===== src/logic/fe2_pkg.sv =====
/*
  Shared types for the Fp2 arithmetic unit over p = 2^13 - 1.
  Elements, stream payloads and the partial-product index.
*/
package fe2_pkg;

  localparam int FE_BITS = 13;
  localparam logic [FE_BITS-1:0] FE_P = 13'd8191;
  localparam int TAG_BITS = 8;

  typedef logic [FE_BITS-1:0] fe_t;

  typedef struct packed {
    fe_t re;
    fe_t im;
  } fe2_t;

  // Which partial an Fp beat carries; add and sub only use the first two codes
  typedef enum logic [1:0] {
    M_AA = 2'd0,
    M_BB = 2'd1,
    M_AB = 2'd2,
    M_BA = 2'd3
  } part_e;

  localparam part_e P_RE = M_AA;
  localparam part_e P_IM = M_BB;

  typedef struct packed {
    logic [TAG_BITS-1:0] tag;
    part_e               part;
    logic                src;
  } fe_ctl_t;

  typedef struct packed {
    fe_t     x;
    fe_t     y;
    fe_ctl_t ctl;
  } fe_req_t;

  typedef struct packed {
    fe_t     res;
    fe_ctl_t ctl;
  } fe_rsp_t;

  typedef struct packed {
    fe2_t                a;
    fe2_t                b;
    logic [TAG_BITS-1:0] tag;
  } fe2_req_t;

  typedef struct packed {
    fe2_t                res;
    logic [TAG_BITS-1:0] tag;
  } fe2_rsp_t;

endpackage


===== src/logic/fe_mod_mul.sv =====
/*
  Fp multiplier, three stages: product, Mersenne fold, final correction.
  The whole pipe stalls while its output is held.
*/
`timescale 1ns/1ps

module fe_mod_mul (
  input  logic             i_clk,
  input  logic             i_rst,
  input  fe2_pkg::fe_req_t i_req,
  input  logic             i_valid,
  output logic             o_ready,
  output fe2_pkg::fe_rsp_t o_rsp,
  output logic             o_valid,
  input  logic             i_ready
);
  import fe2_pkg::*;

  logic [2:0]           vld;
  logic [2*FE_BITS-1:0] prod;
  logic [FE_BITS:0]     fold;
  fe_ctl_t              ctl_s1;
  fe_ctl_t              ctl_s2;

  assign o_ready = !o_valid || i_ready;
  assign o_valid = vld[2];

  always_ff @(posedge i_clk) begin
    if (i_rst) begin
      vld <= 3'b000;
    end else if (o_ready) begin
      vld <= {vld[1:0], i_valid};
    end
  end

  always_ff @(posedge i_clk) begin
    if (o_ready) begin
      prod   <= i_req.x * i_req.y;
      ctl_s1 <= i_req.ctl;
      // 2^13 = 1 mod p, so the high half folds straight onto the low half
      fold   <= {1'b0, prod[2*FE_BITS-1:FE_BITS]} + {1'b0, prod[FE_BITS-1:0]};
      ctl_s2 <= ctl_s1;
      // Fold is below 2p here, one subtraction is enough
      if (fold >= {1'b0, FE_P}) begin
        o_rsp.res <= fe_t'(fold - {1'b0, FE_P});
      end else begin
        o_rsp.res <= fold[FE_BITS-1:0];
      end
      o_rsp.ctl <= ctl_s2;
    end
  end

endmodule


===== src/logic/fe_mod_addsub.sv =====
/*
  Fp adder or subtractor with one output register.
  SUBTRACT picks x - y, otherwise x + y, both fully reduced.
*/
`timescale 1ns/1ps

module fe_mod_addsub #(
  parameter bit SUBTRACT = 1'b0
) (
  input  logic             i_clk,
  input  logic             i_rst,
  input  fe2_pkg::fe_req_t i_req,
  input  logic             i_valid,
  output logic             o_ready,
  output fe2_pkg::fe_rsp_t o_rsp,
  output logic             o_valid,
  input  logic             i_ready
);
  import fe2_pkg::*;

  logic [FE_BITS:0] wide;
  fe_t              res;

  always_comb begin
    if (SUBTRACT) begin
      wide = {1'b0, i_req.x} - {1'b0, i_req.y};
      // Top bit set means the difference went negative
      res = wide[FE_BITS] ? fe_t'(wide + {1'b0, FE_P}) : wide[FE_BITS-1:0];
    end else begin
      wide = {1'b0, i_req.x} + {1'b0, i_req.y};
      res = (wide >= {1'b0, FE_P}) ? fe_t'(wide - {1'b0, FE_P}) : wide[FE_BITS-1:0];
    end
  end

  assign o_ready = !o_valid || i_ready;

  always_ff @(posedge i_clk) begin
    if (i_rst) begin
      o_valid <= 1'b0;
    end else if (o_ready) begin
      o_valid <= i_valid;
    end
  end

  always_ff @(posedge i_clk) begin
    if (o_ready && i_valid) begin
      o_rsp.res <= res;
      o_rsp.ctl <= i_req.ctl;
    end
  end

endmodule


===== src/logic/fe_share_arb.sv =====
/*
  Two-user round-robin share of one Fp unit.
  The grant index rides in ctl.src and steers each result back.
*/
`timescale 1ns/1ps

module fe_share_arb (
  input  logic                   i_clk,
  input  logic                   i_rst,
  input  fe2_pkg::fe_req_t [1:0] i_user_req,
  input  logic [1:0]             i_user_valid,
  output logic [1:0]             o_user_ready,
  output fe2_pkg::fe_req_t       o_res_req,
  output logic                   o_res_valid,
  input  logic                   i_res_ready,
  input  fe2_pkg::fe_rsp_t       i_res_rsp,
  input  logic                   i_res_valid,
  output logic                   o_res_ready,
  output fe2_pkg::fe_rsp_t [1:0] o_user_rsp,
  output logic [1:0]             o_user_valid,
  input  logic [1:0]             i_user_ready
);

  logic ptr;
  logic lock;
  logic lock_sel;
  logic gnt;
  logic ret;

  // A beat that is waiting keeps its grant so the payload stays put
  always_comb begin
    if (lock) begin
      gnt = lock_sel;
    end else if (i_user_valid[ptr]) begin
      gnt = ptr;
    end else begin
      gnt = ~ptr;
    end
    o_res_req         = i_user_req[gnt];
    o_res_req.ctl.src = gnt;
    o_res_valid       = i_user_valid[gnt];
    o_user_ready      = 2'b00;
    o_user_ready[gnt] = i_res_ready;
  end

  always_ff @(posedge i_clk) begin
    if (i_rst) begin
      ptr      <= 1'b0;
      lock     <= 1'b0;
      lock_sel <= 1'b0;
    end else begin
      // Other user gets priority after a transfer
      if (o_res_valid && i_res_ready) begin
        ptr <= ~gnt;
      end
      lock     <= o_res_valid && !i_res_ready;
      lock_sel <= gnt;
    end
  end

  // Return path
  assign ret         = i_res_rsp.ctl.src;
  assign o_res_ready = i_user_ready[ret];

  always_comb begin
    o_user_rsp        = {2{i_res_rsp}};
    o_user_valid      = 2'b00;
    o_user_valid[ret] = i_res_valid;
  end

endmodule


===== src/logic/fe2_arith.sv =====
/*
  Fp2 sequencer: splits add, sub and mul requests into Fp beats
  and puts the Fp2 results back together, in order per channel.
*/
`timescale 1ns/1ps

module fe2_arith (
  input  logic              i_clk,
  input  logic              i_rst,
  input  logic              i_fp_mode,
  // Fp2 channels
  input  fe2_pkg::fe2_req_t i_add_req,
  input  logic              i_add_valid,
  output logic              o_add_ready,
  output fe2_pkg::fe2_rsp_t o_add_rsp,
  output logic              o_add_valid,
  input  logic              i_add_ready,
  input  fe2_pkg::fe2_req_t i_sub_req,
  input  logic              i_sub_valid,
  output logic              o_sub_ready,
  output fe2_pkg::fe2_rsp_t o_sub_rsp,
  output logic              o_sub_valid,
  input  logic              i_sub_ready,
  input  fe2_pkg::fe2_req_t i_mul_req,
  input  logic              i_mul_valid,
  output logic              o_mul_ready,
  output fe2_pkg::fe2_rsp_t o_mul_rsp,
  output logic              o_mul_valid,
  input  logic              i_mul_ready,
  // Fp multiplier
  output fe2_pkg::fe_req_t  o_mul_fe_req,
  output logic              o_mul_fe_valid,
  input  logic              i_mul_fe_ready,
  input  fe2_pkg::fe_rsp_t  i_mul_fe_rsp,
  input  logic              i_mul_fe_valid,
  output logic              o_mul_fe_ready,
  // Adder user 0, add path
  output fe2_pkg::fe_req_t  o_add_fe_req,
  output logic              o_add_fe_valid,
  input  logic              i_add_fe_ready,
  input  fe2_pkg::fe_rsp_t  i_add_fe_rsp,
  input  logic              i_add_fe_valid,
  output logic              o_add_fe_ready,
  // Adder user 1, mul imaginary combine
  output fe2_pkg::fe_req_t  o_mulim_fe_req,
  output logic              o_mulim_fe_valid,
  input  logic              i_mulim_fe_ready,
  input  fe2_pkg::fe_rsp_t  i_mulim_fe_rsp,
  input  logic              i_mulim_fe_valid,
  output logic              o_mulim_fe_ready,
  // Subtractor user 0, sub path
  output fe2_pkg::fe_req_t  o_sub_fe_req,
  output logic              o_sub_fe_valid,
  input  logic              i_sub_fe_ready,
  input  fe2_pkg::fe_rsp_t  i_sub_fe_rsp,
  input  logic              i_sub_fe_valid,
  output logic              o_sub_fe_ready,
  // Subtractor user 1, mul real combine
  output fe2_pkg::fe_req_t  o_mulre_fe_req,
  output logic              o_mulre_fe_valid,
  input  logic              i_mulre_fe_ready,
  input  fe2_pkg::fe_rsp_t  i_mulre_fe_rsp,
  input  logic              i_mulre_fe_valid,
  output logic              o_mulre_fe_ready
);
  import fe2_pkg::*;

  typedef enum logic {ST_RE, ST_IM} pair_state_e;

  logic fp_q;

  always_ff @(posedge i_clk) begin
    if (i_rst) begin
      fp_q <= 1'b0;
    end else begin
      fp_q <= i_fp_mode;
    end
  end

  // Add and sub share one sequencer shape, index 0 is add and 1 is sub
  logic [1:0] as_valid;
  logic [1:0] as_rready;
  logic [1:0] as_fe_ready;
  logic [1:0] as_fe_rvalid;
  fe2_req_t   as_req [2];
  fe_rsp_t    as_fe_rsp [2];
  logic       as_ready [2];
  logic       as_fe_rready [2];
  fe2_rsp_t   as_rsp [2];
  logic       as_rsp_valid [2];
  fe_req_t    as_fe_req [2];
  logic       as_fe_valid [2];

  assign as_valid     = {i_sub_valid, i_add_valid};
  assign as_rready    = {i_sub_ready, i_add_ready};
  assign as_fe_ready  = {i_sub_fe_ready, i_add_fe_ready};
  assign as_fe_rvalid = {i_sub_fe_valid, i_add_fe_valid};
  assign as_req[0]    = i_add_req;
  assign as_req[1]    = i_sub_req;
  assign as_fe_rsp[0] = i_add_fe_rsp;
  assign as_fe_rsp[1] = i_sub_fe_rsp;

  assign o_add_ready    = as_ready[0];
  assign o_sub_ready    = as_ready[1];
  assign o_add_rsp      = as_rsp[0];
  assign o_sub_rsp      = as_rsp[1];
  assign o_add_valid    = as_rsp_valid[0];
  assign o_sub_valid    = as_rsp_valid[1];
  assign o_add_fe_req   = as_fe_req[0];
  assign o_sub_fe_req   = as_fe_req[1];
  assign o_add_fe_valid = as_fe_valid[0];
  assign o_sub_fe_valid = as_fe_valid[1];
  assign o_add_fe_ready = as_fe_rready[0];
  assign o_sub_fe_ready = as_fe_rready[1];

  for (genvar c = 0; c < 2; c++) begin : g_pair
    pair_state_e st;
    logic        fe_free;
    logic        out_free;

    assign fe_free         = !as_fe_valid[c] || as_fe_ready[c];
    assign out_free        = !as_rsp_valid[c] || as_rready[c];
    // Request is taken with its last Fp beat
    assign as_ready[c]     = (fp_q || st == ST_IM) && fe_free;
    assign as_fe_rready[c] = out_free;

    always_ff @(posedge i_clk) begin
      if (i_rst) begin
        st             <= ST_RE;
        as_fe_valid[c] <= 1'b0;
      end else if (fe_free) begin
        as_fe_valid[c] <= as_valid[c];
        if (as_valid[c] && !fp_q) begin
          st <= (st == ST_RE) ? ST_IM : ST_RE;
        end
      end
    end

    always_ff @(posedge i_clk) begin
      if (fe_free) begin
        as_fe_req[c].x   <= (st == ST_RE) ? as_req[c].a.re : as_req[c].a.im;
        as_fe_req[c].y   <= (st == ST_RE) ? as_req[c].b.re : as_req[c].b.im;
        as_fe_req[c].ctl <= '{tag: as_req[c].tag, part: (st == ST_RE) ? P_RE : P_IM,
                               src: 1'b0};
      end
    end

    // Real part waits in the output register for the imaginary one
    always_ff @(posedge i_clk) begin
      if (i_rst) begin
        as_rsp_valid[c] <= 1'b0;
      end else if (out_free) begin
        as_rsp_valid[c] <= as_fe_rvalid[c] && (fp_q || as_fe_rsp[c].ctl.part == P_IM);
      end
    end

    always_ff @(posedge i_clk) begin
      if (out_free && as_fe_rvalid[c]) begin
        as_rsp[c].tag <= as_fe_rsp[c].ctl.tag;
        if (as_fe_rsp[c].ctl.part == P_IM) begin
          as_rsp[c].res.im <= as_fe_rsp[c].res;
        end else begin
          as_rsp[c].res.re <= as_fe_rsp[c].res;
          if (fp_q) begin
            as_rsp[c].res.im <= '0;
          end
        end
      end
    end
  end

  // (a + bi)(a' + b'i) = (aa' - bb') + (ab' + a'b)i
  part_e      mul_st;
  logic       mul_fe_free;
  logic       mul_take;
  logic       mul_is_re;
  logic       re_free;
  logic       im_free;
  logic [1:0] got;

  assign mul_fe_free = !o_mul_fe_valid || i_mul_fe_ready;
  assign o_mul_ready = (fp_q || mul_st == M_BA) && mul_fe_free;

  always_ff @(posedge i_clk) begin
    if (i_rst) begin
      mul_st         <= M_AA;
      o_mul_fe_valid <= 1'b0;
    end else if (mul_fe_free) begin
      o_mul_fe_valid <= i_mul_valid;
      if (i_mul_valid && !fp_q) begin
        mul_st <= part_e'(mul_st + 2'd1);
      end
    end
  end

  always_ff @(posedge i_clk) begin
    if (mul_fe_free) begin
      o_mul_fe_req.ctl <= '{tag: i_mul_req.tag, part: mul_st, src: 1'b0};
      case (mul_st)
        M_AA: begin
          o_mul_fe_req.x <= i_mul_req.a.re;
          o_mul_fe_req.y <= i_mul_req.b.re;
        end
        M_BB: begin
          o_mul_fe_req.x <= i_mul_req.a.im;
          o_mul_fe_req.y <= i_mul_req.b.im;
        end
        M_AB: begin
          o_mul_fe_req.x <= i_mul_req.a.re;
          o_mul_fe_req.y <= i_mul_req.b.im;
        end
        default: begin
          o_mul_fe_req.x <= i_mul_req.b.re;
          o_mul_fe_req.y <= i_mul_req.a.im;
        end
      endcase
    end
  end

  // Products pair up into one subtractor beat and one adder beat
  assign mul_take  = o_mul_valid && i_mul_ready;
  assign re_free   = !o_mulre_fe_valid || i_mulre_fe_ready;
  assign im_free   = !o_mulim_fe_valid || i_mulim_fe_ready;
  assign mul_is_re = (i_mul_fe_rsp.ctl.part == M_AA) || (i_mul_fe_rsp.ctl.part == M_BB);

  always_comb begin
    if (fp_q) begin
      o_mul_fe_ready = !got[0] || mul_take;
    end else begin
      o_mul_fe_ready = mul_is_re ? re_free : im_free;
    end
  end

  always_ff @(posedge i_clk) begin
    if (i_rst) begin
      o_mulre_fe_valid <= 1'b0;
      o_mulim_fe_valid <= 1'b0;
    end else begin
      if (re_free) begin
        o_mulre_fe_valid <= i_mul_fe_valid && !fp_q && i_mul_fe_rsp.ctl.part == M_BB;
      end
      if (im_free) begin
        o_mulim_fe_valid <= i_mul_fe_valid && !fp_q && i_mul_fe_rsp.ctl.part == M_BA;
      end
    end
  end

  always_ff @(posedge i_clk) begin
    if (i_mul_fe_valid && o_mul_fe_ready) begin
      case (i_mul_fe_rsp.ctl.part)
        M_AA: o_mulre_fe_req.x <= i_mul_fe_rsp.res;
        M_BB: begin
          o_mulre_fe_req.y   <= i_mul_fe_rsp.res;
          o_mulre_fe_req.ctl <= i_mul_fe_rsp.ctl;
        end
        M_AB: o_mulim_fe_req.x <= i_mul_fe_rsp.res;
        default: begin
          o_mulim_fe_req.y   <= i_mul_fe_rsp.res;
          o_mulim_fe_req.ctl <= i_mul_fe_rsp.ctl;
        end
      endcase
    end
  end

  // Bit 1 real combine, bit 0 imaginary combine
  assign o_mul_valid      = &got;
  assign o_mulre_fe_ready = !got[1] || mul_take;
  assign o_mulim_fe_ready = !got[0] || mul_take;

  always_ff @(posedge i_clk) begin
    if (i_rst) begin
      got <= 2'b00;
    end else if (fp_q) begin
      if (!got[0] || mul_take) begin
        got <= {2{i_mul_fe_valid}};
      end
    end else begin
      if (o_mulre_fe_ready) begin
        got[1] <= i_mulre_fe_valid;
      end
      if (o_mulim_fe_ready) begin
        got[0] <= i_mulim_fe_valid;
      end
    end
  end

  always_ff @(posedge i_clk) begin
    if (fp_q) begin
      if (o_mul_fe_ready && i_mul_fe_valid) begin
        o_mul_rsp.res <= '{re: i_mul_fe_rsp.res, im: '0};
        o_mul_rsp.tag <= i_mul_fe_rsp.ctl.tag;
      end
    end else begin
      if (o_mulre_fe_ready && i_mulre_fe_valid) begin
        o_mul_rsp.res.re <= i_mulre_fe_rsp.res;
        o_mul_rsp.tag    <= i_mulre_fe_rsp.ctl.tag;
      end
      if (o_mulim_fe_ready && i_mulim_fe_valid) begin
        o_mul_rsp.res.im <= i_mulim_fe_rsp.res;
      end
    end
  end

endmodule


===== src/logic/fe2_alu_top.sv =====
/*
  Fp2 ALU top: sequencer, Fp multiplier, shared adder and subtractor.
*/
`timescale 1ns/1ps

module fe2_alu_top (
  input  logic              i_clk,
  input  logic              i_rst,
  input  logic              i_fp_mode,
  input  fe2_pkg::fe2_req_t i_add_req,
  input  logic              i_add_valid,
  output logic              o_add_ready,
  output fe2_pkg::fe2_rsp_t o_add_rsp,
  output logic              o_add_valid,
  input  logic              i_add_ready,
  input  fe2_pkg::fe2_req_t i_sub_req,
  input  logic              i_sub_valid,
  output logic              o_sub_ready,
  output fe2_pkg::fe2_rsp_t o_sub_rsp,
  output logic              o_sub_valid,
  input  logic              i_sub_ready,
  input  fe2_pkg::fe2_req_t i_mul_req,
  input  logic              i_mul_valid,
  output logic              o_mul_ready,
  output fe2_pkg::fe2_rsp_t o_mul_rsp,
  output logic              o_mul_valid,
  input  logic              i_mul_ready
);
  import fe2_pkg::*;

  // Multiplier stream
  fe_req_t mul_req;
  logic    mul_req_valid;
  logic    mul_req_ready;
  fe_rsp_t mul_rsp;
  logic    mul_rsp_valid;
  logic    mul_rsp_ready;

  // Arbiter user side, user 0 is the plain path and user 1 the mul combine
  fe_req_t [1:0] add_user_req;
  logic [1:0]    add_user_valid;
  logic [1:0]    add_user_ready;
  fe_rsp_t [1:0] add_user_rsp;
  logic [1:0]    add_user_rsp_valid;
  logic [1:0]    add_user_rsp_ready;
  fe_req_t [1:0] sub_user_req;
  logic [1:0]    sub_user_valid;
  logic [1:0]    sub_user_ready;
  fe_rsp_t [1:0] sub_user_rsp;
  logic [1:0]    sub_user_rsp_valid;
  logic [1:0]    sub_user_rsp_ready;

  // Shared unit side
  fe_req_t add_req;
  logic    add_req_valid;
  logic    add_req_ready;
  fe_rsp_t add_rsp;
  logic    add_rsp_valid;
  logic    add_rsp_ready;
  fe_req_t sub_req;
  logic    sub_req_valid;
  logic    sub_req_ready;
  fe_rsp_t sub_rsp;
  logic    sub_rsp_valid;
  logic    sub_rsp_ready;

  fe2_arith fe2_arith_inst (
    .i_clk            (i_clk),
    .i_rst            (i_rst),
    .i_fp_mode        (i_fp_mode),
    .i_add_req        (i_add_req),
    .i_add_valid      (i_add_valid),
    .o_add_ready      (o_add_ready),
    .o_add_rsp        (o_add_rsp),
    .o_add_valid      (o_add_valid),
    .i_add_ready      (i_add_ready),
    .i_sub_req        (i_sub_req),
    .i_sub_valid      (i_sub_valid),
    .o_sub_ready      (o_sub_ready),
    .o_sub_rsp        (o_sub_rsp),
    .o_sub_valid      (o_sub_valid),
    .i_sub_ready      (i_sub_ready),
    .i_mul_req        (i_mul_req),
    .i_mul_valid      (i_mul_valid),
    .o_mul_ready      (o_mul_ready),
    .o_mul_rsp        (o_mul_rsp),
    .o_mul_valid      (o_mul_valid),
    .i_mul_ready      (i_mul_ready),
    .o_mul_fe_req     (mul_req),
    .o_mul_fe_valid   (mul_req_valid),
    .i_mul_fe_ready   (mul_req_ready),
    .i_mul_fe_rsp     (mul_rsp),
    .i_mul_fe_valid   (mul_rsp_valid),
    .o_mul_fe_ready   (mul_rsp_ready),
    .o_add_fe_req     (add_user_req[0]),
    .o_add_fe_valid   (add_user_valid[0]),
    .i_add_fe_ready   (add_user_ready[0]),
    .i_add_fe_rsp     (add_user_rsp[0]),
    .i_add_fe_valid   (add_user_rsp_valid[0]),
    .o_add_fe_ready   (add_user_rsp_ready[0]),
    .o_mulim_fe_req   (add_user_req[1]),
    .o_mulim_fe_valid (add_user_valid[1]),
    .i_mulim_fe_ready (add_user_ready[1]),
    .i_mulim_fe_rsp   (add_user_rsp[1]),
    .i_mulim_fe_valid (add_user_rsp_valid[1]),
    .o_mulim_fe_ready (add_user_rsp_ready[1]),
    .o_sub_fe_req     (sub_user_req[0]),
    .o_sub_fe_valid   (sub_user_valid[0]),
    .i_sub_fe_ready   (sub_user_ready[0]),
    .i_sub_fe_rsp     (sub_user_rsp[0]),
    .i_sub_fe_valid   (sub_user_rsp_valid[0]),
    .o_sub_fe_ready   (sub_user_rsp_ready[0]),
    .o_mulre_fe_req   (sub_user_req[1]),
    .o_mulre_fe_valid (sub_user_valid[1]),
    .i_mulre_fe_ready (sub_user_ready[1]),
    .i_mulre_fe_rsp   (sub_user_rsp[1]),
    .i_mulre_fe_valid (sub_user_rsp_valid[1]),
    .o_mulre_fe_ready (sub_user_rsp_ready[1])
  );

  fe_mod_mul fe_mod_mul_inst (
    .i_clk   (i_clk),
    .i_rst   (i_rst),
    .i_req   (mul_req),
    .i_valid (mul_req_valid),
    .o_ready (mul_req_ready),
    .o_rsp   (mul_rsp),
    .o_valid (mul_rsp_valid),
    .i_ready (mul_rsp_ready)
  );

  fe_share_arb add_arb_inst (
    .i_clk        (i_clk),
    .i_rst        (i_rst),
    .i_user_req   (add_user_req),
    .i_user_valid (add_user_valid),
    .o_user_ready (add_user_ready),
    .o_res_req    (add_req),
    .o_res_valid  (add_req_valid),
    .i_res_ready  (add_req_ready),
    .i_res_rsp    (add_rsp),
    .i_res_valid  (add_rsp_valid),
    .o_res_ready  (add_rsp_ready),
    .o_user_rsp   (add_user_rsp),
    .o_user_valid (add_user_rsp_valid),
    .i_user_ready (add_user_rsp_ready)
  );

  fe_mod_addsub #(.SUBTRACT(1'b0)) fe_add_inst (
    .i_clk   (i_clk),
    .i_rst   (i_rst),
    .i_req   (add_req),
    .i_valid (add_req_valid),
    .o_ready (add_req_ready),
    .o_rsp   (add_rsp),
    .o_valid (add_rsp_valid),
    .i_ready (add_rsp_ready)
  );

  fe_share_arb sub_arb_inst (
    .i_clk        (i_clk),
    .i_rst        (i_rst),
    .i_user_req   (sub_user_req),
    .i_user_valid (sub_user_valid),
    .o_user_ready (sub_user_ready),
    .o_res_req    (sub_req),
    .o_res_valid  (sub_req_valid),
    .i_res_ready  (sub_req_ready),
    .i_res_rsp    (sub_rsp),
    .i_res_valid  (sub_rsp_valid),
    .o_res_ready  (sub_rsp_ready),
    .o_user_rsp   (sub_user_rsp),
    .o_user_valid (sub_user_rsp_valid),
    .i_user_ready (sub_user_rsp_ready)
  );

  fe_mod_addsub #(.SUBTRACT(1'b1)) fe_sub_inst (
    .i_clk   (i_clk),
    .i_rst   (i_rst),
    .i_req   (sub_req),
    .i_valid (sub_req_valid),
    .o_ready (sub_req_ready),
    .o_rsp   (sub_rsp),
    .o_valid (sub_rsp_valid),
    .i_ready (sub_rsp_ready)
  );

endmodule


===== config.mk =====
export PLATFORM = sky130hd
export DESIGN_NAME = fe2_alu_top
export DESIGN_NICKNAME = d
export VERILOG_FILES = /design/src/logic/fe2_pkg.sv /design/src/logic/fe_mod_mul.sv /design/src/logic/fe_mod_addsub.sv /design/src/logic/fe_share_arb.sv /design/src/logic/fe2_arith.sv /design/src/logic/fe2_alu_top.sv
export SDC_FILE = /design/constraint.sdc
export NUM_CORES = 1
export LEC_CHECK = 0
export ABC_CLOCK_PERIOD_IN_PS = 7400
export BUFFER_PORTS_ARGS = -buffer_cell sky130_fd_sc_hd__buf_4
export CAP_MARGIN = 5
export CORE_MARGIN = 10
export CORE_UTILIZATION = 35
export CTS_BUF_LIST = sky130_fd_sc_hd__clkbuf_16
export DETAILED_ROUTE_END_ITERATION = 10
export HOLD_SLACK_MARGIN = 0.1
export PLACE_DENSITY_LB_ADDON = 0.3
export SLEW_MARGIN = 10
export SYNTH_ARGS = -nofsm -noshare
export SYNTH_HDL_FRONTEND = slang
export SYNTH_HIERARCHICAL = 1
export SYNTH_SLANG_ARGS = --single-unit

===== constraint.sdc =====
create_clock -name i_clk -period 7.4 [get_ports i_clk]
set_clock_uncertainty 0.1 [all_clocks]
set_input_delay 0.74 -clock i_clk [delete_from_list [all_inputs] [get_ports i_clk]]
set_output_delay 0.74 -clock i_clk [all_outputs]
set_load 0.02 [all_outputs]

==> impl_metrics.prom, run 1 <==
# TYPE chip_impl_metric gauge
chip_impl_metric{name="clock_sink_count",unit=""} 436
chip_impl_metric{name="routed_wire_length_per_instance",unit="um"} 19.2
chip_impl_metric{name="timing.setup.tns",unit="ns"} 0
chip_impl_metric{name="clk_path_buf_depth",unit=""} 3
chip_impl_metric{name="floorplan.rows",unit=""} 99
chip_impl_metric{name="total_power_consumption",unit="mW"} 12.4
chip_impl_metric{name="ff_latch_area",unit="um2"} 12900
chip_impl_metric{name="timing.max_slew.rel_slack",unit="%"} 20.4
chip_impl_metric{name="cts.reportedPaths.clkPinSlew",unit="ns"} 0.06
chip_impl_metric{name="maxClockFrequency",unit="MHz"} 174
chip_impl_metric{name="ys_warn_count",unit=""} 6
chip_impl_metric{name="area_enclosed_by_the_die_boundary",unit="um2"} 85300
chip_impl_metric{name="synthCells",unit=""} 2099
chip_impl_metric{name="routed_via_density",unit=""} 4.89
chip_impl_info{name="worstSetupPathType",value="flop to flop"} 1
chip_impl_info{name="run_status",value="finished clean"} 1
chip_impl_metric{name="grt.total_usage",unit="%"} 14.5
chip_impl_metric{name="drt_wl_total",unit="mm"} 63.4
chip_impl_info{name="path_delay_family",value="adder cells"} 1
chip_impl_metric{name="nets",unit=""} 2730
chip_impl_metric{name="grt.overflow.total",unit=""} 0
chip_impl_info{name="clock_tree_from_tritoncts",value="built"} 1
chip_impl_metric{name="num_antenna_cells",unit=""} 0
chip_impl_metric{name="leakage_power",unit="nW"} 12.2
chip_impl_info{name="crit_chain",value="and2_1 -> fa_1 -> inv_1 -> fa_1 -> fa_1 -> fa_1 -> fa_1 -> inv_1 -> ha_1 -> a21oi_1 -> o21ai_1 -> a2111oi_0 -> nor2_1 -> a311oi_1 -> xnor2_1"} 1
chip_impl_metric{name="final-max-slew-violation-count",unit=""} 0
chip_impl_metric{name="num_io_pins",unit=""} 297
chip_impl_info{name="worst_setup_path_end_kind",value="flop"} 1
chip_impl_metric{name="cts-hold-fix-buffers",unit=""} 0
chip_impl_info{name="timing.rr.start",value="fe2_arith_inst/o_mul_fe_req[18]"} 1
chip_impl_metric{name="p_per_area",unit="nW/um2"} 413
chip_impl_metric{name="syn_to_layout_area_delta",unit="%"} 15.9
chip_impl_metric{name="syn-cell-area",unit="um2"} 25900
chip_impl_info{name="crit_path_top_delay_cell",value="edfxtp_1"} 1
chip_impl_metric{name="grt_pass1_vias",unit=""} 16621
chip_impl_metric{name="layout_min_cycle_time",unit="ns"} 5.73
chip_impl_metric{name="initial_utilization",unit="%"} 35.4
chip_impl_info{name="setup_repair_after_global_routing_missed_its_margin",value="false"} 1
chip_impl_info{name="worstSetupStartpoint",value="fe2_arith_inst/o_mul_fe_req[18]"} 1
chip_impl_metric{name="number_of_buffers_added_on_ports",unit=""} 296
chip_impl_metric{name="clk_latency",unit="ns"} 0.60
chip_impl_metric{name="maximum_number_of_pins_on_one_net_before_global_route_repair",unit=""} 87
chip_impl_metric{name="cts_setup_buffers",unit=""} 0
chip_impl_metric{name="grt_first_pass_wirelength",unit="mm"} 97.3
chip_impl_metric{name="crit_path_max_fanout",unit=""} 13
chip_impl_metric{name="gp_routability_congestion",unit=""} 0.858
chip_impl_metric{name="dp.cells",unit=""} 3209
chip_impl_info{name="clk_root_buffer_cell",value="clkbuf_16"} 1
chip_impl_metric{name="tightest_slew",unit="ns"} 1.19
chip_impl_metric{name="post_layout_nonfiller_instances",unit=""} 3299
chip_impl_metric{name="crit_arrival",unit="ns"} 5.95
chip_impl_metric{name="floorplan.core_area",unit="um2"} 73200
chip_impl_metric{name="worst_ep_required_time",unit="ns"} 7.61
chip_impl_metric{name="die_height",unit="um"} 292
chip_impl_metric{name="dp_hpwl",unit="mm"} 48.9
chip_impl_metric{name="final_hold_viol_count",unit=""} 0
chip_impl_metric{name="cpPeakStageDelay",unit="ns"} 0.66
chip_impl_info{name="setup.worst_path.start_class",value="flop"} 1
chip_impl_metric{name="die_width",unit="um"} 292
chip_impl_metric{name="critical_path_buf_inv_count",unit=""} 2
chip_impl_metric{name="multi_input_area",unit="um2"} 11200
chip_impl_metric{name="ir_drop_worst_vdd",unit="mV"} 0.459
chip_impl_info{name="hold_path.startpoint",value="i_add_req[1]"} 1
chip_impl_metric{name="drc_errors",unit=""} 0
chip_impl_metric{name="number_of_antenna_violations_at_the_first_check_in_global_routing",unit=""} 1
chip_impl_metric{name="final_min_period_over_clock_period",unit="%"} 77.5
chip_impl_metric{name="firstDrtPassIters",unit=""} 5
chip_impl_metric{name="setup_viol_count_final",unit=""} 0
chip_impl_metric{name="htreeDepth",unit=""} 2
chip_impl_metric{name="drt_first_iter_violations",unit=""} 939
chip_impl_metric{name="post_cts_resized",unit=""} 0
chip_impl_metric{name="antenna_violating_nets_post_route",unit=""} 0
chip_impl_info{name="holdCritPathClass",value="input pin to flop"} 1
chip_impl_metric{name="filler_cell_count",unit=""} 6880
chip_impl_info{name="path_common_cell",value="fa_1"} 1
chip_impl_metric{name="drive_above_1_share",unit="%"} 25.5
chip_impl_metric{name="average_instance_area_after_synthesis",unit="um2"} 12.3
chip_impl_metric{name="fin_hold_ws",unit="ns"} 0.224
chip_impl_metric{name="maxCapViolCount",unit=""} 0
chip_impl_metric{name="vias",unit=""} 16129
chip_impl_metric{name="numCtsBuffers",unit=""} 48
## cells in the final DEF (no fill, tap or decap), types with 21 or more instances in the layout
cell type	instances
clkbuf_16	49
inv_1	215
xor2_1	21
nor2b_1	33
fa_1	124
xnor2_1	41
buf_4	310
ha_1	117
nand2b_1	23
nand2_1	164
and2_1	116
a21oi_1	57
edfxtp_1	415
nor2_1	88
nand3_1	25
mux2_2	136
a22oi_1	28
o21ai_0	55
## power breakdown
| group | internal [mW] | switching [mW] |
|---|---|---|
| registers | 3.42 | 0.357 |
| clock network | 1.36 | 1.01 |
| logic | 2.61 | 3.66 |
| total | 7.39 | 5.03 |
## routing by layer
layer | track usage [%] | wire (um) | up-vias | share of wire (%)
met3 | 2.59 | 2950 | 62 | 4.6
li1 | - | - | 7678 | -
met1 | 17.5 | 26200 | 8039 | 41
met4 | 3.50 | 1120 | 0 | 1.8
met5 | 0 | 0 | - | 0
met2 | 26.2 | 33200 | 350 | 52
## final timing paths
check,end,slack (ns),cells past startpoint
max,fe_mod_mul_inst/prod[22],1.67,15
min,fe2_arith_inst/as_fe_req[0][2],0.22,1
min reg2reg,fe_mod_mul_inst/ctl_s1[5],0.31,0
max reg2reg,fe_mod_mul_inst/prod[22],1.67,15
## layout make-up
type | count | share of cell area [%]
repair buffers | 310 | 7.75
inverters | 210 | 2.63
clock inverters | 41 | 1.20
clock buffers | 49 | 4.08
flip-flops and latches | 436 | 42.9
multi-input cells | 1294 | 37.4
well taps | 959 | 4.00
## sequential cells by signal, indices dropped and copies added, names as in the netlist, 26 cells and up
name and flops:
fe2_arith_inst/as_fe_req 70, fe2_arith_inst/as_rsp 68, fe2_arith_inst/o_mul_fe_req 36, fe2_arith_inst/o_mul_rsp 34, fe2_arith_inst/o_mulim_fe_req 36, fe2_arith_inst/o_mulre_fe_req 36
fe_mod_mul_inst/prod 26
## metrics by stage
| step | setup WS [ns] | util, % | instance area [um2] |
|---|---|---|---|
| floorplan | 1.87 | - | 25900 |
| global placement | 1.77 | 38.8 | 28400 |
| detailed placement | 1.69 | 38.8 | 28400 |
| CTS | 1.67 | 41.0 | 30000 |
| global route | 1.43 | 41.0 | 30000 |
| finish | 1.67 | 41.0 | 30000 |
Power figures use the tool's default switching activity.
==> inputs of run 2 (changes only) <==
--- a/config.mk
+++ b/config.mk
@@ -5,7 +5,7 @@
 export SDC_FILE = /design/constraint.sdc
 export NUM_CORES = 1
 export LEC_CHECK = 0
-export ABC_CLOCK_PERIOD_IN_PS = 7400
+export ABC_CLOCK_PERIOD_IN_PS = 5010
 export BUFFER_PORTS_ARGS = -buffer_cell sky130_fd_sc_hd__buf_4
 export CAP_MARGIN = 5
 export CORE_MARGIN = 10
==> constraint.sdc (replaced) <==
create_clock -name i_clk -period 5.01 [get_ports i_clk]
set_clock_uncertainty 0.1 [all_clocks]
set_input_delay 0.501 -clock i_clk [delete_from_list [all_inputs] [get_ports i_clk]]
set_output_delay 0.501 -clock i_clk [all_outputs]
set_load 0.02 [all_outputs]
==> impl_metrics.prom, run 2 (synthesized netlist as in run 1, its figures left out) <==
# TYPE chip_impl_metric gauge
chip_impl_metric{name="filler_cell_count",unit=""} 6693
chip_impl_metric{name="maximum_number_of_pins_on_one_net_before_global_route_repair",unit=""} 84
chip_impl_metric{name="firstDrtPassIters",unit=""} 5
chip_impl_metric{name="final-max-slew-violation-count",unit=""} 0
chip_impl_metric{name="dp_hpwl",unit="mm"} 51.2
chip_impl_metric{name="p_per_area",unit="nW/um2"} 727
chip_impl_info{name="worst_setup_path_end_kind",value="flop"} 1
chip_impl_metric{name="crit_arrival",unit="ns"} 5.46
chip_impl_metric{name="vias",unit=""} 17019
chip_impl_metric{name="routed_via_density",unit=""} 4.87
chip_impl_info{name="holdCritPathClass",value="input pin to flop"} 1
chip_impl_info{name="layout.cells.most_common_list",value="buf_4, edfxtp_1, inv_1"} 1
chip_impl_metric{name="grt_pass1_vias",unit=""} 17858
chip_impl_info{name="worstSetupPathType",value="flop to flop"} 1
chip_impl_info{name="crit_path_top_delay_cell",value="edfxtp_1"} 1
chip_impl_metric{name="nets",unit=""} 2924
chip_impl_metric{name="clk_latency",unit="ns"} 0.59
chip_impl_metric{name="maxClockFrequency",unit="MHz"} 189
chip_impl_metric{name="ff_latch_area",unit="um2"} 12900
chip_impl_metric{name="fin_hold_ws",unit="ns"} 0.129
chip_impl_metric{name="crit_path_max_fanout",unit=""} 7
chip_impl_metric{name="detailedPlace.worstSlack",unit="ns"} -0.378
chip_impl_metric{name="leakage_power",unit="nW"} 13.1
chip_impl_info{name="crit_chain",value="buf_6 -> and2_4 -> fa_1 -> inv_1 -> fa_1 -> inv_2 -> ha_4 -> ha_4 -> inv_2 -> fa_1 -> inv_2 -> fa_2 -> a211oi_4 -> o21ai_4 -> a2111oi_4 -> buf_4 -> nor2_1 -> a31oi_1 -> xnor2_1"} 1
chip_impl_metric{name="grt.overflow.total",unit=""} 0
chip_impl_metric{name="setup_viol_count_final",unit=""} 10
chip_impl_metric{name="maxCapViolCount",unit=""} 0
chip_impl_metric{name="htreeDepth",unit=""} 2
chip_impl_metric{name="gp_routability_congestion",unit=""} 0.880
chip_impl_info{name="run_status",value="finished with violations"} 1
chip_impl_metric{name="clock_sink_count",unit=""} 436
chip_impl_metric{name="die_width",unit="um"} 292
chip_impl_metric{name="area_enclosed_by_the_die_boundary",unit="um2"} 85300
chip_impl_info{name="largest_registers",value="fe2_arith_inst/as_fe_req: 70 flops, fe2_arith_inst/as_rsp: 68 flops"} 1
chip_impl_metric{name="drt_wl_total",unit="mm"} 65.9
chip_impl_metric{name="number_of_antenna_violations_at_the_first_check_in_global_routing",unit=""} 4
chip_impl_info{name="clk_root_buffer_cell",value="clkbuf_16"} 1
chip_impl_info{name="max_flop_register",value="fe2_arith_inst/as_fe_req"} 1
chip_impl_metric{name="layout_min_cycle_time",unit="ns"} 5.28
chip_impl_metric{name="post-route-worst-setup-slack",unit="ns"} -0.275
chip_impl_metric{name="cts.reportedPaths.clkPinSlew",unit="ns"} 0.06
chip_impl_metric{name="grt.total_usage",unit="%"} 15.1
chip_impl_metric{name="num_io_pins",unit=""} 297
chip_impl_metric{name="final_min_period_over_clock_period",unit="%"} 105
chip_impl_info{name="setup_repair_after_global_routing_missed_its_margin",value="true"} 1
chip_impl_metric{name="fin_util",unit="%"} 44.0
chip_impl_metric{name="dp.cells",unit=""} 3327
chip_impl_metric{name="syn_to_layout_area_delta",unit="%"} 24.3
chip_impl_metric{name="drive_above_1_share",unit="%"} 33.1
chip_impl_metric{name="floorplan.rows",unit=""} 99
chip_impl_metric{name="multi_input_area",unit="um2"} 11700
chip_impl_metric{name="ir_drop_worst_vdd",unit="mV"} 1.08
chip_impl_metric{name="cpPeakStageDelay",unit="ns"} 0.54
chip_impl_metric{name="grt_first_pass_wirelength",unit="mm"} 102
chip_impl_metric{name="largest_reg_flops",unit=""} 70
chip_impl_metric{name="floorplan.core_area",unit="um2"} 73200
chip_impl_metric{name="final_hold_viol_count",unit=""} 0
chip_impl_metric{name="worst_ep_required_time",unit="ns"} 5.19
chip_impl_metric{name="routed_wire_length_per_instance",unit="um"} 18.9
chip_impl_metric{name="tightest_slew",unit="ns"} 1.23
chip_impl_info{name="violations",value="negative setup slack"} 1
chip_impl_metric{name="initial_utilization",unit="%"} 35.4
chip_impl_metric{name="drc_errors",unit=""} 0
chip_impl_metric{name="numCtsBuffers",unit=""} 48
chip_impl_metric{name="die_height",unit="um"} 292
chip_impl_info{name="clock_tree_from_tritoncts",value="built"} 1
chip_impl_metric{name="timing.max_slew.rel_slack",unit="%"} 18.0
chip_impl_metric{name="post_layout_nonfiller_instances",unit=""} 3494
chip_impl_metric{name="antenna_violating_nets_post_route",unit=""} 0
chip_impl_metric{name="drt_first_iter_violations",unit=""} 720
chip_impl_metric{name="clk_path_buf_depth",unit=""} 3
chip_impl_metric{name="number_of_buffers_added_on_ports",unit=""} 296
chip_impl_info{name="layout_commonest_cell",value="buf_4"} 1
chip_impl_info{name="setup.worst_path.start_class",value="flop"} 1
## run 2: cell types whose count changed in the layout (fill, tap and decap cells not counted), sizes merged
cell	change
buf	+147
dlygate4sd3	+47
clkinv	-6
inv	+3
clkinvlp	+2
bufinv	+1
diode	+1
## run 2: through the flow
stage	cell area, um2	power (mW)	TNS, ns
after floorplan	26000	12.8	-0.134
after global placement	29400	17.1	-3.03
after detailed placement	29400	17.2	-3.21
after CTS	31800	22.3	-1.73
after global routing	32200	25.2	-3.59
final	32200	23.4	-1.89
## run 2: critical path, delay by kind of cell, from the launching register on
| kind | cells | cell delay [ns] |
|---|---|---|
| xor gates and xnor gates | 1 | 0.15 |
| adders and majority gates | 6 | 2.38 |
| and+or+nand+nor | 2 | 0.22 |
| DFF | 1 | 0.54 |
| AOI/OAI and AO/OA | 4 | 1.00 |
| buffers and inverters | 6 | 0.55 |
## run 2: area by class of cell
| type | instances | area share, % |
|---|---|---|
| timing repair buffer | 504 | 12.4 |
| tap | 959 | 3.72 |
| antenna | 1 | 0.00777 |
| multi-input combinational | 1294 | 36.4 |
| clock buffer | 49 | 3.81 |
| sequential | 436 | 40.0 |
| clock inverter | 41 | 1.18 |
| inverter | 210 | 2.45 |
## run 2: power breakdown
group	leakage [nW]	switching [mW]	internal, mW
clock	0.807	1.46	2.06
sequential	4.25	0.443	5.06
combinational	8.08	7.23	7.18
## run 2: routing by layer
| metal | global-route usage [%] | share of wire (%) | vias up | wire, um |
|---|---|---|---|---|
| li1 | - | - | 8064 | - |
| met5 | 0 | 0 | - | 0 |
| met4 | 3.41 | 1.9 | 0 | 1250 |
| met3 | 2.38 | 5.0 | 84 | 3290 |
| met1 | 18.3 | 41 | 8444 | 26800 |
| met2 | 27.6 | 52 | 427 | 34500 |
## run 2: final timing paths
kind                                         from                              end  slack, ns  cells after the start
setup / recovery  fe2_arith_inst/o_mul_fe_req[13]         fe_mod_mul_inst/prod[18]      -0.27                     19
hold / removal                      i_mul_req[40]  fe2_arith_inst/o_mul_fe_req[17]       0.13                      3
setup reg to reg  fe2_arith_inst/o_mul_fe_req[13]         fe_mod_mul_inst/prod[18]      -0.27                     19
hold reg to reg         fe_mod_mul_inst/ctl_s2[5]         fe_mod_mul_inst/o_rsp[5]       0.32                      0
## run 2: what timing repair did
item,4_1_cts,5_1_grt
gates cloned,0,1
endpoints found under the setup margin,15,15
gates resized for setup,68,69
hold buffers,47,0
pin swaps,43,57
hold endpoints to repair,43,0
buffers inserted,12,16
==> inputs of run 3 (changes only) <==
--- a/config.mk
+++ b/config.mk
@@ -5,6 +5,7 @@
 export SDC_FILE = /design/constraint.sdc
 export NUM_CORES = 1
 export LEC_CHECK = 0
+export ABC_AREA = 1
 export ABC_CLOCK_PERIOD_IN_PS = 5010
 export BUFFER_PORTS_ARGS = -buffer_cell sky130_fd_sc_hd__buf_4
 export CAP_MARGIN = 5
==> constraint.sdc (replaced) <==
create_clock -name i_clk -period 5.01 [get_ports i_clk]
set_clock_uncertainty 0.1 [all_clocks]
set_input_delay 0.501 -clock i_clk [delete_from_list [all_inputs] [get_ports i_clk]]
set_output_delay 0.501 -clock i_clk [all_outputs]
set_load 0.1 [all_outputs]
==> impl_metrics.prom, run 3 <==
# TYPE chip_impl_metric gauge
chip_impl_info{name="layout.cells.most_common_list",value="nand2_1, inv_1, edfxtp_1"} 1
chip_impl_info{name="clock_tree_from_tritoncts",value="built"} 1
chip_impl_metric{name="grt.overflow.total",unit=""} 0
chip_impl_metric{name="area_enclosed_by_the_die_boundary",unit="um2"} 88400
chip_impl_metric{name="drt_first_iter_violations",unit=""} 1269
chip_impl_metric{name="die_width",unit="um"} 297
chip_impl_metric{name="syn-cell-area",unit="um2"} 26900
chip_impl_metric{name="drt-met1-wl",unit="mm"} 28.7
chip_impl_metric{name="number_of_antenna_violations_at_the_first_check_in_global_routing",unit=""} 0
chip_impl_info{name="largest_registers",value="fe2_arith_inst/as_fe_req: 70 flops, fe2_arith_inst/as_rsp: 68 flops"} 1
chip_impl_metric{name="floorplan.rows",unit=""} 101
chip_impl_info{name="run_status",value="finished clean"} 1
chip_impl_metric{name="number_of_buffers_added_on_ports",unit=""} 296
chip_impl_metric{name="drc_errors",unit=""} 0
chip_impl_metric{name="nets",unit=""} 3809
chip_impl_metric{name="clock_sink_count",unit=""} 436
chip_impl_metric{name="num_antenna_cells",unit=""} 0
chip_impl_metric{name="num_io_pins",unit=""} 297
chip_impl_metric{name="drive_above_1_share",unit="%"} 18.5
chip_impl_metric{name="timing.max_slew.rel_slack",unit="%"} 19.9
chip_impl_metric{name="floorplan.core_area",unit="um2"} 76100
chip_impl_metric{name="ir_drop_worst_vdd",unit="mV"} 0.854
chip_impl_metric{name="vias",unit=""} 19760
chip_impl_info{name="setup.worst_path.start_class",value="flop"} 1
chip_impl_metric{name="firstDrtPassIters",unit=""} 5
chip_impl_metric{name="ys_warn_count",unit=""} 6
chip_impl_metric{name="largest_reg_flops",unit=""} 70
chip_impl_metric{name="tightest_slew",unit="ns"} 1.20
chip_impl_metric{name="filler_cell_count",unit=""} 7437
chip_impl_metric{name="layout_min_cycle_time",unit="ns"} 4.85
chip_impl_metric{name="grt_first_pass_wirelength",unit="mm"} 106
chip_impl_metric{name="final-max-slew-violation-count",unit=""} 0
chip_impl_info{name="worstSetupPathType",value="flop to flop"} 1
chip_impl_metric{name="antenna_violating_nets_post_route",unit=""} 0
chip_impl_metric{name="die_height",unit="um"} 297
chip_impl_metric{name="maxCapViolCount",unit=""} 0
chip_impl_metric{name="grt_pass1_vias",unit=""} 19678
chip_impl_metric{name="numCtsBuffers",unit=""} 47
chip_impl_metric{name="htreeDepth",unit=""} 2
chip_impl_metric{name="setup_viol_count_final",unit=""} 0
chip_impl_metric{name="routed_via_density",unit=""} 4.44
chip_impl_metric{name="fin_hold_ws",unit="ns"} 0.129
chip_impl_metric{name="cts.reportedPaths.clkPinSlew",unit="ns"} 0.06
chip_impl_info{name="max_flop_register",value="fe2_arith_inst/as_fe_req"} 1
chip_impl_metric{name="syn_to_layout_area_delta",unit="%"} 23.6
chip_impl_info{name="worst_setup_path_end_kind",value="flop"} 1
chip_impl_metric{name="initial_utilization",unit="%"} 35.4
chip_impl_metric{name="leakage_power",unit="nW"} 16.2
chip_impl_metric{name="fin_util",unit="%"} 43.7
chip_impl_metric{name="worst_ep_required_time",unit="ns"} 5.23
chip_impl_metric{name="routed_wire_length_per_instance",unit="um"} 15.1
chip_impl_metric{name="final_min_period_over_clock_period",unit="%"} 96.8
chip_impl_info{name="setup_repair_after_global_routing_missed_its_margin",value="true"} 1
chip_impl_info{name="clk_root_buffer_cell",value="clkbuf_16"} 1
chip_impl_metric{name="grt.total_usage",unit="%"} 14.9
chip_impl_metric{name="drt_wl_total",unit="mm"} 67.2
chip_impl_info{name="layout_commonest_cell",value="nand2_1"} 1
chip_impl_info{name="holdCritPathClass",value="input pin to flop"} 1
chip_impl_metric{name="average_instance_area_after_synthesis",unit="um2"} 9.04
chip_impl_metric{name="crit_path_max_fanout",unit=""} 7
chip_impl_metric{name="met2WireLength",unit="mm"} 34.5
chip_impl_metric{name="p_per_area",unit="nW/um2"} 698
chip_impl_metric{name="clk_latency",unit="ns"} 0.61
chip_impl_metric{name="synthCells",unit=""} 2977
chip_impl_metric{name="clk_path_buf_depth",unit=""} 3
chip_impl_metric{name="final_hold_viol_count",unit=""} 0
chip_impl_metric{name="maximum_number_of_pins_on_one_net_before_global_route_repair",unit=""} 86
chip_impl_metric{name="gp_routability_congestion",unit=""} 0.852
chip_impl_metric{name="crit_arrival",unit="ns"} 5.07
chip_impl_metric{name="maxClockFrequency",unit="MHz"} 206
chip_impl_info{name="route.top_layer_used",value="met4"} 1
chip_impl_metric{name="dp_hpwl",unit="mm"} 51.1
chip_impl_metric{name="met3_wirelength",unit="mm"} 2.91
[run 3: changes by cell type in the layout (fill, tap and decap cells not counted), sizes merged, moves of 34 or more]
| cell | before | now |
|---|---|---|
| a21oi | 58 | 109 |
| and2 | 120 | 4 |
| buf | 457 | 399 |
| dlygate4sd3 | 47 | 112 |
| inv | 222 | 531 |
| mux2 | 152 | 2 |
| nand2 | 165 | 1071 |
| nand3 | 25 | 122 |
| nor2 | 90 | 182 |
| o21ai | 63 | 29 |
[run 3: stage by stage]
stage          instance area (um2)  total power [mW]  std cells  setup TNS (ns)  setup WS, ns
2_1_floorplan                26900              13.9       2978               0        0.0301
3_3_place_gp                 29800              17.3       4199               0        0.0651
3_5_place_dp                 29800              17.3       4199               0      0.000468
4_1_cts                      32700              21.1       4413               0       0.00409
5_1_grt                      33300              25.5       4447          -0.111       -0.0414
6_report                     33300              23.2       4447               0         0.159
[run 3: area by class of cell]
type | instances | area, um2 | share of cell area, %
Inverter | 523 | 1970 | 5.93
Tap cell | 1030 | 1290 | 3.87
Multi-Input combinational cell | 1860 | 11400 | 34.1
Timing Repair Buffer | 511 | 4180 | 12.6
Sequential cell | 436 | 12900 | 38.7
Clock buffer | 47 | 1180 | 3.54
Clock inverter | 40 | 414 | 1.25
[run 3: worst paths after layout]
check | start | endpoint | slack (ns) | depth (start not counted)
worst max-delay path | fe2_arith_inst/o_mul_fe_req[27] | fe_mod_mul_inst/prod[20] | 0.16 | 20
worst min-delay path | i_add_req[26] | fe2_arith_inst/as_fe_req[0][14] | 0.13 | 3
worst min register to register | fe_mod_mul_inst/ctl_s2[2] | fe_mod_mul_inst/o_rsp[2] | 0.32 | 0
worst max register to register | fe2_arith_inst/o_mul_fe_req[27] | fe_mod_mul_inst/prod[20] | 0.16 | 20
[run 3: power by group]
group	internal, mW	switching [mW]	leakage, nW	total (mW)
sequential	5.09	0.438	4.24	5.53
combinational	5.70	8.41	11.1	14.1
clock	2.09	1.48	0.813	3.56
total	12.9	10.3	16.2	23.2
[run 3: what timing repair did]
| item | CTS | global route |
|---|---|---|
| hold buffers | 112 | 0 |
| pin swaps | 0 | 39 |
| setup buffers | 15 | 34 |
| endpoints found under the hold margin | 72 | 0 |
| setup endpoints to repair | 6 | 16 |
| gates resized for setup | 0 | 92 |
[run 3: worst max-delay path, stage by stage (launching register included)]
cell	delay (ns)
edfxtp_1	0.54
nand2_1	0.15
inv_2	0.05
fa_1	0.52
fa_1	0.61
fa_1	0.47
fa_1	0.54
inv_1	0.05
fa_1	0.51
inv_2	0.05
ha_4	0.25
buf_6	0.13
nand2_4	0.05
inv_4	0.05
nand2_2	0.04
and2_4	0.16
nor2_4	0.04
nor2_4	0.10
nand2_2	0.05
nand2_1	0.06
nand2_1	0.05
[run 3: routing by layer]
metal / GRT usage [%] / up-vias
met5: 0 / -
met3: 2.13 / 61
li1: - / 10004
met1: 18.4 / 9303
met2: 27.0 / 392
met4: 3.19 / 0
